## src/include/pipe_macros.svh

```systemverilog
`ifndef PIPE_MACROS_SVH
`define PIPE_MACROS_SVH

// Data path width
`define DATA_W 32

// Register index width and register count
`define REG_ADDR_W 5
`define NUM_REGS 32

// Data RAM word address, 256 words, byte address bits 9:2
`define RAM_ADDR_W 8

// Cycles from the instr_valid cycle to the wb_valid cycle
`define PIPE_LATENCY 5

`endif

```

## src/hw/isa_pkg.sv

```systemverilog
package isa_pkg;

    // Primary opcode field
    typedef enum logic [5:0] {
        OP_RTYPE = 6'd0,
        OP_ADDI  = 6'd8,
        OP_ANDI  = 6'd12,
        OP_ORI   = 6'd13,
        OP_LW    = 6'd35,
        OP_SW    = 6'd43
    } opcode_t;

    // Function field of R-type words
    typedef enum logic [5:0] {
        FN_ADD = 6'd32,
        FN_SUB = 6'd34,
        FN_AND = 6'd36,
        FN_OR  = 6'd37,
        FN_SLT = 6'd42
    } funct_t;

    typedef struct packed {
        opcode_t     opcode;
        logic [4:0]  rs;
        logic [4:0]  rt;
        logic [4:0]  rd;
        logic [4:0]  shamt;
        funct_t      funct;
    } r_fmt_t;

    typedef struct packed {
        opcode_t     opcode;
        logic [4:0]  rs;
        logic [4:0]  rt;
        logic [15:0] imm;
    } i_fmt_t;

    // Same 32-bit word, read as register or immediate format
    typedef union packed {
        r_fmt_t r;
        i_fmt_t i;
    } instr_t;

endpackage

```

## src/hw/pipe_pkg.sv

```systemverilog
package pipe_pkg;

    // ALU operation selected in decode
    typedef enum logic [2:0] {
        ALU_ADD = 3'd0,
        ALU_SUB = 3'd1,
        ALU_AND = 3'd2,
        ALU_OR  = 3'd3,
        ALU_SLT = 3'd4
    } alu_op_t;

    // Source of the register write data
    typedef enum logic {
        WB_ALU = 1'b0,
        WB_MEM = 1'b1
    } wb_src_t;

endpackage

```

## src/hw/decode_stage.sv

```systemverilog
`timescale 1ns/1ps
`include "pipe_macros.svh"

module decode_stage (
    input  logic                   clk,
    input  logic                   rst,
    input  logic                   instr_valid,
    input  logic [`DATA_W-1:0]     instr,
    output logic [`REG_ADDR_W-1:0] rf_addr_a,
    output logic [`REG_ADDR_W-1:0] rf_addr_b,
    input  logic [`DATA_W-1:0]     rf_data_a,
    input  logic [`DATA_W-1:0]     rf_data_b,
    output logic                   d_valid,
    output pipe_pkg::alu_op_t      alu_op,
    output logic [`DATA_W-1:0]     op_a,
    output logic [`DATA_W-1:0]     op_b,
    output logic [`DATA_W-1:0]     imm,
    output logic                   use_imm,
    output logic                   mem_read,
    output logic                   mem_write,
    output logic                   reg_write,
    output pipe_pkg::wb_src_t      wb_src,
    output logic [`REG_ADDR_W-1:0] dest
);

    import isa_pkg::*;
    import pipe_pkg::*;

    instr_t                 iw;
    alu_op_t                op_c;
    logic                   known_c;       // Recognized instruction that writes a register
    logic                   use_imm_c;
    logic                   sext_c;        // Sign-extend the immediate
    logic                   load_c;
    logic                   store_c;
    logic [`REG_ADDR_W-1:0] dest_c;
    logic [`DATA_W-1:0]     imm_c;

    assign iw        = instr;
    assign rf_addr_a = iw.r.rs;
    assign rf_addr_b = iw.r.rt;

    always_comb
    begin
        op_c      = ALU_ADD;
        known_c   = 1'b0;
        use_imm_c = 1'b1;
        sext_c    = 1'b1;
        load_c    = 1'b0;
        store_c   = 1'b0;
        dest_c    = iw.i.rt;              // I-type writes rt
        case (iw.r.opcode)
            OP_RTYPE:
            begin
                use_imm_c = 1'b0;
                dest_c    = iw.r.rd;
                known_c   = 1'b1;
                case (iw.r.funct)
                    FN_ADD:  op_c = ALU_ADD;
                    FN_SUB:  op_c = ALU_SUB;
                    FN_AND:  op_c = ALU_AND;
                    FN_OR:   op_c = ALU_OR;
                    FN_SLT:  op_c = ALU_SLT;
                    default: known_c = 1'b0;  // Retires with no write
                endcase
            end
            OP_ADDI: known_c = 1'b1;
            OP_ANDI:
            begin
                op_c    = ALU_AND;
                sext_c  = 1'b0;
                known_c = 1'b1;
            end
            OP_ORI:
            begin
                op_c    = ALU_OR;
                sext_c  = 1'b0;
                known_c = 1'b1;
            end
            OP_LW:
            begin
                load_c  = 1'b1;
                known_c = 1'b1;
            end
            OP_SW:   store_c = 1'b1;          // Address add, no register write
            default: use_imm_c = 1'b0;
        endcase
    end

    assign imm_c = sext_c ? {{(`DATA_W-16){iw.i.imm[15]}}, iw.i.imm}
                          : {{(`DATA_W-16){1'b0}}, iw.i.imm};

    always_ff @(posedge clk or posedge rst)
    begin
        if (rst)
        begin
            d_valid   <= 1'b0;
            alu_op    <= ALU_ADD;
            op_a      <= '0;
            op_b      <= '0;
            imm       <= '0;
            use_imm   <= 1'b0;
            mem_read  <= 1'b0;
            mem_write <= 1'b0;
            reg_write <= 1'b0;
            wb_src    <= WB_ALU;
            dest      <= '0;
        end
        else
        begin
            d_valid   <= instr_valid;
            alu_op    <= op_c;
            op_a      <= rf_data_a;
            op_b      <= rf_data_b;
            imm       <= imm_c;
            use_imm   <= use_imm_c;
            mem_read  <= load_c;
            mem_write <= store_c;
            reg_write <= known_c && (dest_c != '0);
            wb_src    <= load_c ? WB_MEM : WB_ALU;
            dest      <= dest_c;
        end
    end

endmodule

```

## config.mk

```make
export PLATFORM = sky130hd
export DESIGN_NAME = decode_stage
export DESIGN_NICKNAME = d
export VERILOG_FILES = /design/src/hw/isa_pkg.sv /design/src/hw/pipe_pkg.sv /design/src/hw/decode_stage.sv
export VERILOG_INCLUDE_DIRS = /design/src /design/src/include
export SDC_FILE = /design/constraint.sdc
export NUM_CORES = 1
export LEC_CHECK = 0
export ABC_AREA = 1
export BUFFER_PORTS_ARGS = -buffer_cell sky130_fd_sc_hd__buf_2
export CORE_AREA = 2 2 99 82
export DETAILED_ROUTE_END_ITERATION = 7
export DIE_AREA = 0 0 101 84
export GPL_TIMING_DRIVEN = 0
export PLACE_DENSITY_LB_ADDON = 0.05
export SLEW_MARGIN = 20
export SYNTH_ARGS = -nofsm -noshare
export SYNTH_HDL_FRONTEND = slang
export SYNTH_SLANG_ARGS = --single-unit
```

## constraint.sdc

```tcl
create_clock -name clk -period 4.8 [get_ports clk]
set_clock_uncertainty 0.15 [all_clocks]
set_input_delay 0.72 -clock clk [delete_from_list [all_inputs] [get_ports clk]]
set_output_delay 0.72 -clock clk [all_outputs]
set_load 0.05 [all_outputs]
```

Word level (Yosys, flattened, before mapping):

Cells that the tools add are included.

* flip-flop bits (word level): 110
* output and inout port bits: 120
* logic and storage cells: 38

* eq/ne operators: 10
* muxes and demuxes: 10
* reductions and logical operators: 7

Operator list (number)
* $eq A6 B6 Y1 const B: 7
* $mux W32: 1
* $eq A6 B4 Y1 const B: 3
* $pmux W3 S4: 1
* $reduce_or A5 Y1: 2
* $pmux W3 S3: 1
* $logic_not A6 Y1: 1
* $mux W1: 5
* $mux W5: 1
* $reduce_bool A5 Y1: 1
* $reduce_or A4 Y1: 1
* $pmux W1 S2: 1
* $reduce_or A2 Y1: 1
* $logic_and A1 B1 Y1: 1

Logic depth before layout (Yosys ltp):

Gate-level depths: netlist of the first run.

* depth after elaboration: 5
* gate-level depth with buffers: 8
* depth with buffers taken out: 8

Worst setup path before layout of the first run:

Ideal clock, no wire load.

* path kind: register to output
* start: register, netlist name imm[30]
* end: output port imm[17]
* data arrival time: 1.134 ns
* data required time: 3.930 ns
* path slack: 2.796 ns
* stages on the path, launching flop included: 2
* path buffers: 1
* cell sequence: dfrtp_1 buf_4

RTL lines
* end, declared: line decode_stage.sv:17 `` output logic [`DATA_W-1:0] imm, ``

==> impl_results.md, run 1 <==
- Outcome: finished, final reports clean
- Die Area: 0.00848 sq mm
- RSZ-0062 raised after global routing: false
- Root Driver: clkbuf_8
- Slowest stage delay, CP: 0.61 ns
- Most frequent cells in the layout: buf_2 (213), dfrtp_1 (94), inv_1 (26), buf_4 (26), nand2_1 (15)
- Clk network pwr share: 28.8%
- Inserted Clock Buffers: 9
- Post-Synth Simple-Gate Area: 8.83%
- Power Internal: 1.12 mW
- Maximum fanout along the worst path: 16
- IO Pins: 219
- Synth Instances: 201
- Wire per inst: 13.0 um
- Lkg Pwr: 2.46 nW
- Hold_buf cts: 0
- Tmin final: 2.25 ns
- Post-synthesis adder-cell area fraction: 0%
- Synthesized area: 0.00293 sq mm
- Area delta synth->final: 47.6%
- Compound-gate portion of the synthesized area: 0.811%
- Initial Util: 38.5%
- Net Switching: 0.527 mW
- Ratio of cells with drive above 1 in the final layout: 61.2%
- P per Cell Area: 380 mW/mm^2
- Crit path cell chain: buf_4 -> buf_2
- GRT Residual Overflow: 0
- WP data arrival: 1.38 ns
- Number of core rows: 29
- Comb pwr share: 20.2%
- Distinct cell type count after synthesis: 13
- Iter 0 DRT Violations: 50
- Total GRT Usage: 16.6%
- Nature of the critical path endpoint: primary output
- #FFs+latches synth: 94
- Warnings, synthesis: 0
- Largest family of logic cells by synthesized area: buffers and inverters
- Pre-Repair DR Iteration Count: 7
- First-pass GRT wire length: 10600 um
- GPL Wtd Cong: 0.760
- CP max-delay cell: dfrtp_1
- Hold WS: 0.227 ns
- Die H: 84 um
- CTS max path bufs: 2
- DRC: 0
- Commonest non-fill, non-tap cell in the layout: buf_2
- Area share of xor/xnor cells in the synthesized design: 0%
- CP bufs+invs: 2
- Vias in the first global route: 2219
- CTS tree: done
- Clk slew on worst S/H paths: 0.09 ns
- Worst Tran Pin Value: 0.426 ns
- Syn Nets: 300
- Final setup fails: 0
- F_max: 444 MHz
- DRT Wirelength: 6820 um
- Placed wire-length estimate: 5420 um
- Seq pwr share: 51.0%
- Die X: 101 um
- Seq/Total Area, Yosys: 80.2%
- PortBufs: 213
- Setup TNS Final: 0 ns
- Count of final hold-check violations: 0
- Final Max Tran Viols: 0
- ANT nets after route: 0
- Sw frac: 32.0%
- Maximum ir drop on the vdd rail: 0.240 mV
- Worst Hold Class: input port to asynchronous set/reset pin
- ANT cells: 0
- Final nets: 525
- Pin count of the biggest net entering global routing: 52
- Vias/cell: 4.16
- CTS H-tree lvls: 3
- Area of the core: 0.00762 sq mm
- Worst slew margin: 71.6%
- Clock Sink Count: 94
- Startpoint Class: register
- Initial antenna violation count: 0
- Post-CTS Setup Inserts: 0
- Via count: 2174
- Final worst-path cycle share: 47.0%
- Crit path max-delay family: flip-flops
- Data required time at the worst endpoint: 3.93 ns
- Crit path kind: register to primary output
- Mux cell area share after synthesis: 0%
- Fill count: 674
- Syn avg cell area: 14.6 sq um
- Resize count post-CTS: 0
- # Max-Cap Violations: 0
## cells by family after synthesis
family	Yosys count
compound gates	4
flops	94
simple gates	50
buf+inv	53
## through the flow
| stage | cells | power (mW) | util [%] | instance area (sq um) | worst slack (ns) |
|---|---|---|---|---|---|
| 5_1_grt | 523 | 1.73 | 56.8 | 4330 | 2.43 |
| 3_3_place_gp | 507 | 1.18 | 54.0 | 4110 | 0.476 |
| 3_5_place_dp | 508 | 1.19 | 54.4 | 4150 | 2.77 |
| 4_1_cts | 523 | 1.67 | 56.8 | 4330 | 2.49 |
| 2_1_floorplan | 201 | 1.09 | - | 2930 | 1.48 |
| 6_report | 523 | 1.64 | 56.8 | 4330 | 2.55 |
## state kept, by name, summed over array words and instances, names as in the netlist
register	flops
mem_read	1
reg_write	1
op_b	32
dest	5
use_imm	1
d_valid	1
alu_op	3
mem_write	1
imm	17
op_a	32
## power groups by stage
stage          Combinational (mW)  Clock (mW)  Sequential, mW
2_1_floorplan              0.0872           0           0.998
3_3_place_gp                0.330           0           0.855
3_5_place_dp                0.336           0           0.856
4_1_cts                     0.336       0.497           0.840
5_1_grt                     0.351       0.533           0.844
6_report                    0.332       0.473           0.839
## worst paths after layout
check,end,slack [ns],start,cells after the start
max,imm[23],2.55,imm[30]$_DFF_PP0_,2
min in group clk,op_b[5]$_DFF_PP0_,0.32,rf_data_b[5],1
max in group asynchronous,imm[13]$_DFF_PP0_,3.71,rst,3
min,op_a[16]$_DFF_PP0_,0.23,rst,2
## Yosys cell counts (all sizes together)
cell type   n  area share [%]
dfrtp      94              80
nand2      15             1.9
inv        27             3.5
nand4       3            0.64
nor2       19             3.6
buf        26             6.7
a22o        1            0.30
o21ai       3            0.51
nand3      13             2.6
## routing by layer
layer / GRT usage, % / part of all wire [%] / vias up
met1: 19.2 / 39 / 1008
li1: - / - / 1034
met3: 5.78 / 8.9 / 10
met5: 0 / 0 / -
met2: 27.9 / 50 / 122
met4: 7.00 / 1.8 / 0
## layout make-up
class,instances,area (sq um),share of cell area (%)
Buffer,26,195,4.51
Clock buffer,10,138,3.18
Clock inverter,5,43.8,1.01
Inverter,27,106,2.46
Multi-Input combinational cell,54,283,6.53
Sequential cell,94,2350,54.4
Tap cell,93,116,2.69
Timing Repair Buffer,214,1090,25.3
(Power assumes the default switching activity.)
==> run 2: changes to the inputs <==
Settings changed: CORE_AREA 2 2 99 82 to 2 2 100 83, DIE_AREA 0 0 101 84 to 0 0 102 85.
Clock period 4.8 ns to 2.33 ns, I/O delays scaled along.
==> impl_results.md, run 2 (synthesis results as in run 1) <==
- GPL Wtd Cong: 0.771
- Startpoint Class: register
- F_max: 531 MHz
- Outcome: finished, final reports clean
- Worst slew margin: 70.4%
- Via count: 2524
- Wire per inst: 13.6 um
- CTS tree: done
- Sw frac: 30.9%
- WP data arrival: 1.38 ns
- Vias in the first global route: 2713
- Tmin final: 1.88 ns
- Busiest layer in global routing: met2
- Comb pwr share: 22.3%
- CTS H-tree lvls: 3
- CTS max path bufs: 2
- Seq pwr share: 47.6%
- Area of the core: 0.00769 sq mm
- CP endpoint: imm[19]
- Met3 Use GR: 7.33%
- Met1 Track Usage GR: 21.5%
- Placed Area: 0.00421 sq mm
- Finished Layout Cells: 623
- DRT Wirelength: 8500 um
- P per Cell Area: 694 mW/mm^2
- Seq. cell area: 0.00235 sq mm
- Pin count of the biggest net entering global routing: 32
- # Max-Cap Violations: 0
- Data required time at the worst endpoint: 1.83 ns
- PortBufs: 213
- Most frequent cells in the layout: buf_2 (213), dfrtp_1 (94), dlygate4sd3_1 (82), inv_1 (26), buf_4 (26)
- ANT cells: 0
- Iter 0 DRT Violations: 39
- Maximum fanout along the worst path: 16
- Setup TNS Final: 0 ns
- Inserted Clock Buffers: 9
- Clk network pwr share: 30.1%
- ANT nets after route: 0
- Initial antenna violation count: 0
- First-pass GRT wire length: 13200 um
- Worst Hold Class: input port to register
- Root Driver: clkbuf_8
- Final setup fails: 0
- Worst Tran Pin Value: 0.443 ns
- Resize count post-CTS: 0
- Maximum ir drop on the vdd rail: 0.436 mV
- Crit path kind: register to primary output
- Biggest regs: op_a (32), op_b (32), imm (17)
- Die Area: 0.00867 sq mm
- Power Internal: 2.52 mW
- Fill count: 619
- Ratio of cells with drive above 1 in the final layout: 51.5%
- Area delta synth->final: 78.7%
- Lkg Pwr: 2.84 nW
- Die H: 85 um
- Number of core rows: 29
- Hold_buf cts: 82
- Vias/cell: 4.05
- IO Pins: 219
- Count of final hold-check violations: 0
- Final nets: 609
- Pre-Repair DR Iteration Count: 4
- Net Switching: 1.12 mW
- Total GRT Usage: 20.1%
- CP Launch Point: imm[30]$_DFF_PP0_
- Clock Sink Count: 94
- Die X: 102 um
- Final worst-path cycle share: 80.8%
- GRT Residual Overflow: 0
- RSZ-0062 raised after global routing: false
- Placed wire-length estimate: 5730 um
- Nature of the critical path endpoint: primary output
- Commonest non-fill, non-tap cell in the layout: buf_2
- Area of the multi-input gates: 283 sq um
- Final Max Tran Viols: 0
- Final Instance Area: 0.00524 sq mm
- Clk slew on worst S/H paths: 0.09 ns
- Initial Util: 38.1%
- Post-CTS Setup Inserts: 0
- GR Layer Usage met2: 36.3%
- Hold WS: 0.149 ns
- DRC: 0
- Placed insts: 525
run 2: worst min path at each step:
stage	slack [ns]	start	to	depth (start not counted)
final	0.15	instr[26]	alu_op[0]$_DFF_PP0_	2
after global routing	0.15	instr[26]	alu_op[0]$_DFF_PP0_	2
after CTS	0.13	instr[26]	alu_op[0]$_DFF_PP0_	2
after detailed placement	0.24	rst	op_a[21]$_DFF_PP0_	2
after global placement	0.31	rf_data_b[9]	op_b[9]$_DFF_PP0_	1
after floorplan	0.23	instr_valid	d_valid$_DFF_PP0_	0
run 2: layout make-up:
type / count / area share (%)
Buffer: 26 / 3.72
Clock buffer: 11 / 2.70
Clock inverter: 5 / 1.27
Inverter: 27 / 2.01
Multi-Input combinational cell: 54 / 5.40
Sequential cell: 94 / 44.9
Tap cell: 108 / 2.58
Timing Repair Buffer: 298 / 37.4
run 2: per-layer routing:
| metal | wire [um] | vias up | part of all wire [%] |
|---|---|---|---|
| li1 | - | 1203 | - |
| met1 | 3130 | 1161 | 37 |
| met2 | 4400 | 137 | 52 |
| met3 | 766 | 23 | 9.0 |
| met4 | 206 | 0 | 2.4 |
| met5 | 0 | - | 0 |
run 2: metrics by stage:
stage	worst slack, ns	util, %	power, mW
2_1_floorplan	0.696	-	2.24
3_3_place_gp	0.120	53.8	2.44
3_5_place_dp	0.791	54.7	2.47
4_1_cts	0.402	68.1	3.68
5_1_grt	0.293	68.1	3.81
6_report	0.447	68.1	3.64
run 2: critical path: stages (launching register included):
cell	delay, ns
dfrtp_1	0.61
buf_4	0.19
buf_2	0.25
run 2: power by group through the flow:
stage | Clock [mW] | Sequential, mW | Combinational [mW]
finish | 1.10 | 1.73 | 0.811
floorplan | 0 | 2.06 | 0.180
CTS | 1.14 | 1.73 | 0.812
global placement | 0 | 1.76 | 0.682
detailed placement | 0 | 1.76 | 0.703
global route | 1.21 | 1.74 | 0.857
==> run 3: changes to the inputs <==
Settings changed: ABC_AREA 1 to 0, CORE_AREA 2 2 100 83 to 2 2 98 81, DIE_AREA 0 0 102 85 to 0 0 100 83.
Clock period 2.33 ns to 1.9 ns, I/O delays scaled along.
==> impl_results.md, run 3 <==
- Outcome: finished, final reports clean
- Post-synth EDFFs: 0
- Distinct cell type count after synthesis: 24
- Count of final hold-check violations: 0
- Syn Nets: 256
- Initial Util: 38.6%
- Maximum fanout along the worst path: 6
- Startpoint Class: input port
- Warnings, synthesis: 0
- Synth top cells by count: dfrtp_1 (94), buf_4 (26), mux2_2 (6)
- Top cells by area, synth: dfrtp_1 (84%), buf_4 (6.9%), mux2_2 (2.4%), nand2b_1 (0.67%), o41ai_1 (0.62%)
- Pre-Repair DR Iteration Count: 4
- Synthesized area: 0.00282 sq mm
- # Max-Cap Violations: 0
- Tmin final: 1.85 ns
- Syn avg cell area: 17.9 sq um
- Worst Tran Pin Value: 0.726 ns
- Final nets: 566
- CP max-delay cell: dlygate4sd3_1
- Ratio of cells with drive above 1 in the final layout: 56.6%
- Vias in the first global route: 2683
- Total GRT Usage: 20.4%
- DRC: 0
- Clk network pwr share: 29.8%
- Post-Synth Simple-Gate Area: 4.36%
- IO Pins: 219
- Final setup fails: 0
- Final worst-path cycle share: 97.3%
- Iter 0 DRT Violations: 60
- Worst Hold Class: input port to register
- Crit path kind: input port to register
- CTS max path bufs: 2
- Vias/cell: 4.30
- Number of core rows: 28
- ANT nets after route: 0
- P per Cell Area: 866 mW/mm^2
- First-pass GRT wire length: 13000 um
- Placed wire-length estimate: 5390 um
- Seq/Total Area, Yosys: 83.6%
- Lkg Pwr: 2.64 nW
- Data required time at the worst endpoint: 1.99 ns
- Commonest non-fill, non-tap cell in the layout: buf_2
- Area of the core: 0.00729 sq mm
- Compound-gate portion of the synthesized area: 2.13%
- GRT Residual Overflow: 0
- Comb pwr share: 22.0%
- DRT Wirelength: 8240 um
- Clk slew on worst S/H paths: 0.09 ns
- Root Driver: clkbuf_8
- Nature of the critical path endpoint: register
- Area share of xor/xnor cells in the synthesized design: 0%
- CP bufs+invs: 3
- Setup TNS Final: 0 ns
- Die Area: 0.00830 sq mm
- Seq pwr share: 48.2%
- Biggest regs: op_a (32), op_b (32), imm (17)
- Largest family of logic cells by synthesized area: buffers and inverters
- Final Max Tran Viols: 0
- Sw frac: 31.1%
- Post-synthesis adder-cell area fraction: 0%
- Power Internal: 3.04 mW
- Synth Instances: 157
- PortBufs: 213
- FFs w/ async S/R, synth: 100%
- Net Switching: 1.37 mW
- Die X: 100 um
- WP data arrival: 1.94 ns
- Wire per inst: 14.7 um
- Ys flop type: dfrtp_1
- Crit path max-delay family: buffers and inverters
- Die H: 83 um
- Via count: 2414
- Pin count of the biggest net entering global routing: 35
- Clock Sink Count: 94
- Most frequent cells in the layout: buf_2 (213), dfrtp_1 (93), dlygate4sd3_1 (83), buf_4 (26), clkbuf_8 (9)
- Post-synth top area cell: dfrtp_1
- Worst slew margin: 51.5%
- Count leader, synth: dfrtp_1
- GPL Wtd Cong: 0.741
- ANT cells: 0
- Slowest stage delay, CP: 0.54 ns
- F_max: 541 MHz
- #FFs+latches synth: 94
- Area share of the largest cell type after synthesis: 83.6%
- Initial antenna violation count: 0
- CTS tree: done
- Mux cell area share after synthesis: 2.76%
- Total Power: 4.41 mW
- Area delta synth->final: 80.8%
- CTS H-tree lvls: 3
- Inserted Clock Buffers: 9
- Maximum ir drop on the vdd rail: 0.545 mV
- Crit path cell chain: dlygate4sd3_1 -> buf_2 -> nor4_1 -> nand2_2 -> buf_12 -> mux2_2
run 3: cell count changes after synthesis, sizes merged, moves of 3 or more:
cell    previous run  this run
nor2              19         2
inv               27         2
nand3             13         1
nand2b             0         3
nand2             15         2
mux2               0         6
run 3: what timing repair did:
item | CTS | global route
hold buffers | 83 | 0
endpoints found under the setup margin | 0 | 23
hold endpoints to repair | 114 | 0
buffers inserted | 0 | 1
resized for setup | 0 | 2
run 3: final cells by class:
| type | count | area, sq um |
|---|---|---|
| clock inverter | 6 | 70.1 |
| timing repair buffer | 299 | 1960 |
| tap | 90 | 113 |
| clock buffer | 10 | 128 |
| fill | 542 | 2200 |
| inverter | 2 | 11.3 |
| multi-input combinational | 35 | 263 |
| sequential | 94 | 2350 |
| buffer | 26 | 195 |
run 3: cell families after synthesis:
| kind of cell | Yosys count |
|---|---|
| buffers and inverters | 28 |
| flip-flops | 94 |
| AO/OA/AOI/OAI | 8 |
| multiplexers | 7 |
| AND/OR/NAND/NOR | 20 |
run 3: per-stage QoR:
step                setup slack (ns)  util [%]  hold slack [ns]  std cells  area [sq um]
floorplan                      0.331         -            0.166        157          2820
global placement              -0.253      54.9            0.242        460          4000
detailed placement             0.220      55.4            0.244        462          4040
CTS                           0.0186      69.5          0.00599        561          5070
global route                 -0.0320      69.8           0.0183        562          5090
finish                        0.0519      69.8           0.0329        562          5090
run 3: worst paths after layout:
kind | start | end | depth (start not counted)
hold / removal | instr[30] | mem_write$_DFF_PP0_ | 2
min in group asynchronous | rst | op_a[3]$_DFF_PP0_ | 3
setup / recovery | instr[29] | dest[2]$_DFF_PP0_ | 6
max in group asynchronous | rst | op_a[19]$_DFF_PP0_ | 5
run 3: per-layer routing:
layer | up-vias | GRT usage (%) | share of wire (%)
met5 | - | 0 | 0
met4 | 0 | 8.59 | 2.2
met3 | 16 | 8.25 | 10
met2 | 135 | 36.9 | 53
met1 | 1148 | 20.6 | 34
li1 | 1115 | - | -
run 3: power groups by stage:
stage          Sequential [mW]  Combinational (mW)  Clock (mW)
3_5_place_dp              2.16               0.836           0
6_report                  2.12               0.970        1.31
3_3_place_gp              2.16               0.820           0
2_1_floorplan             2.52               0.207           0
5_1_grt                   2.13                1.02        1.46
4_1_cts                   2.12               0.971        1.37
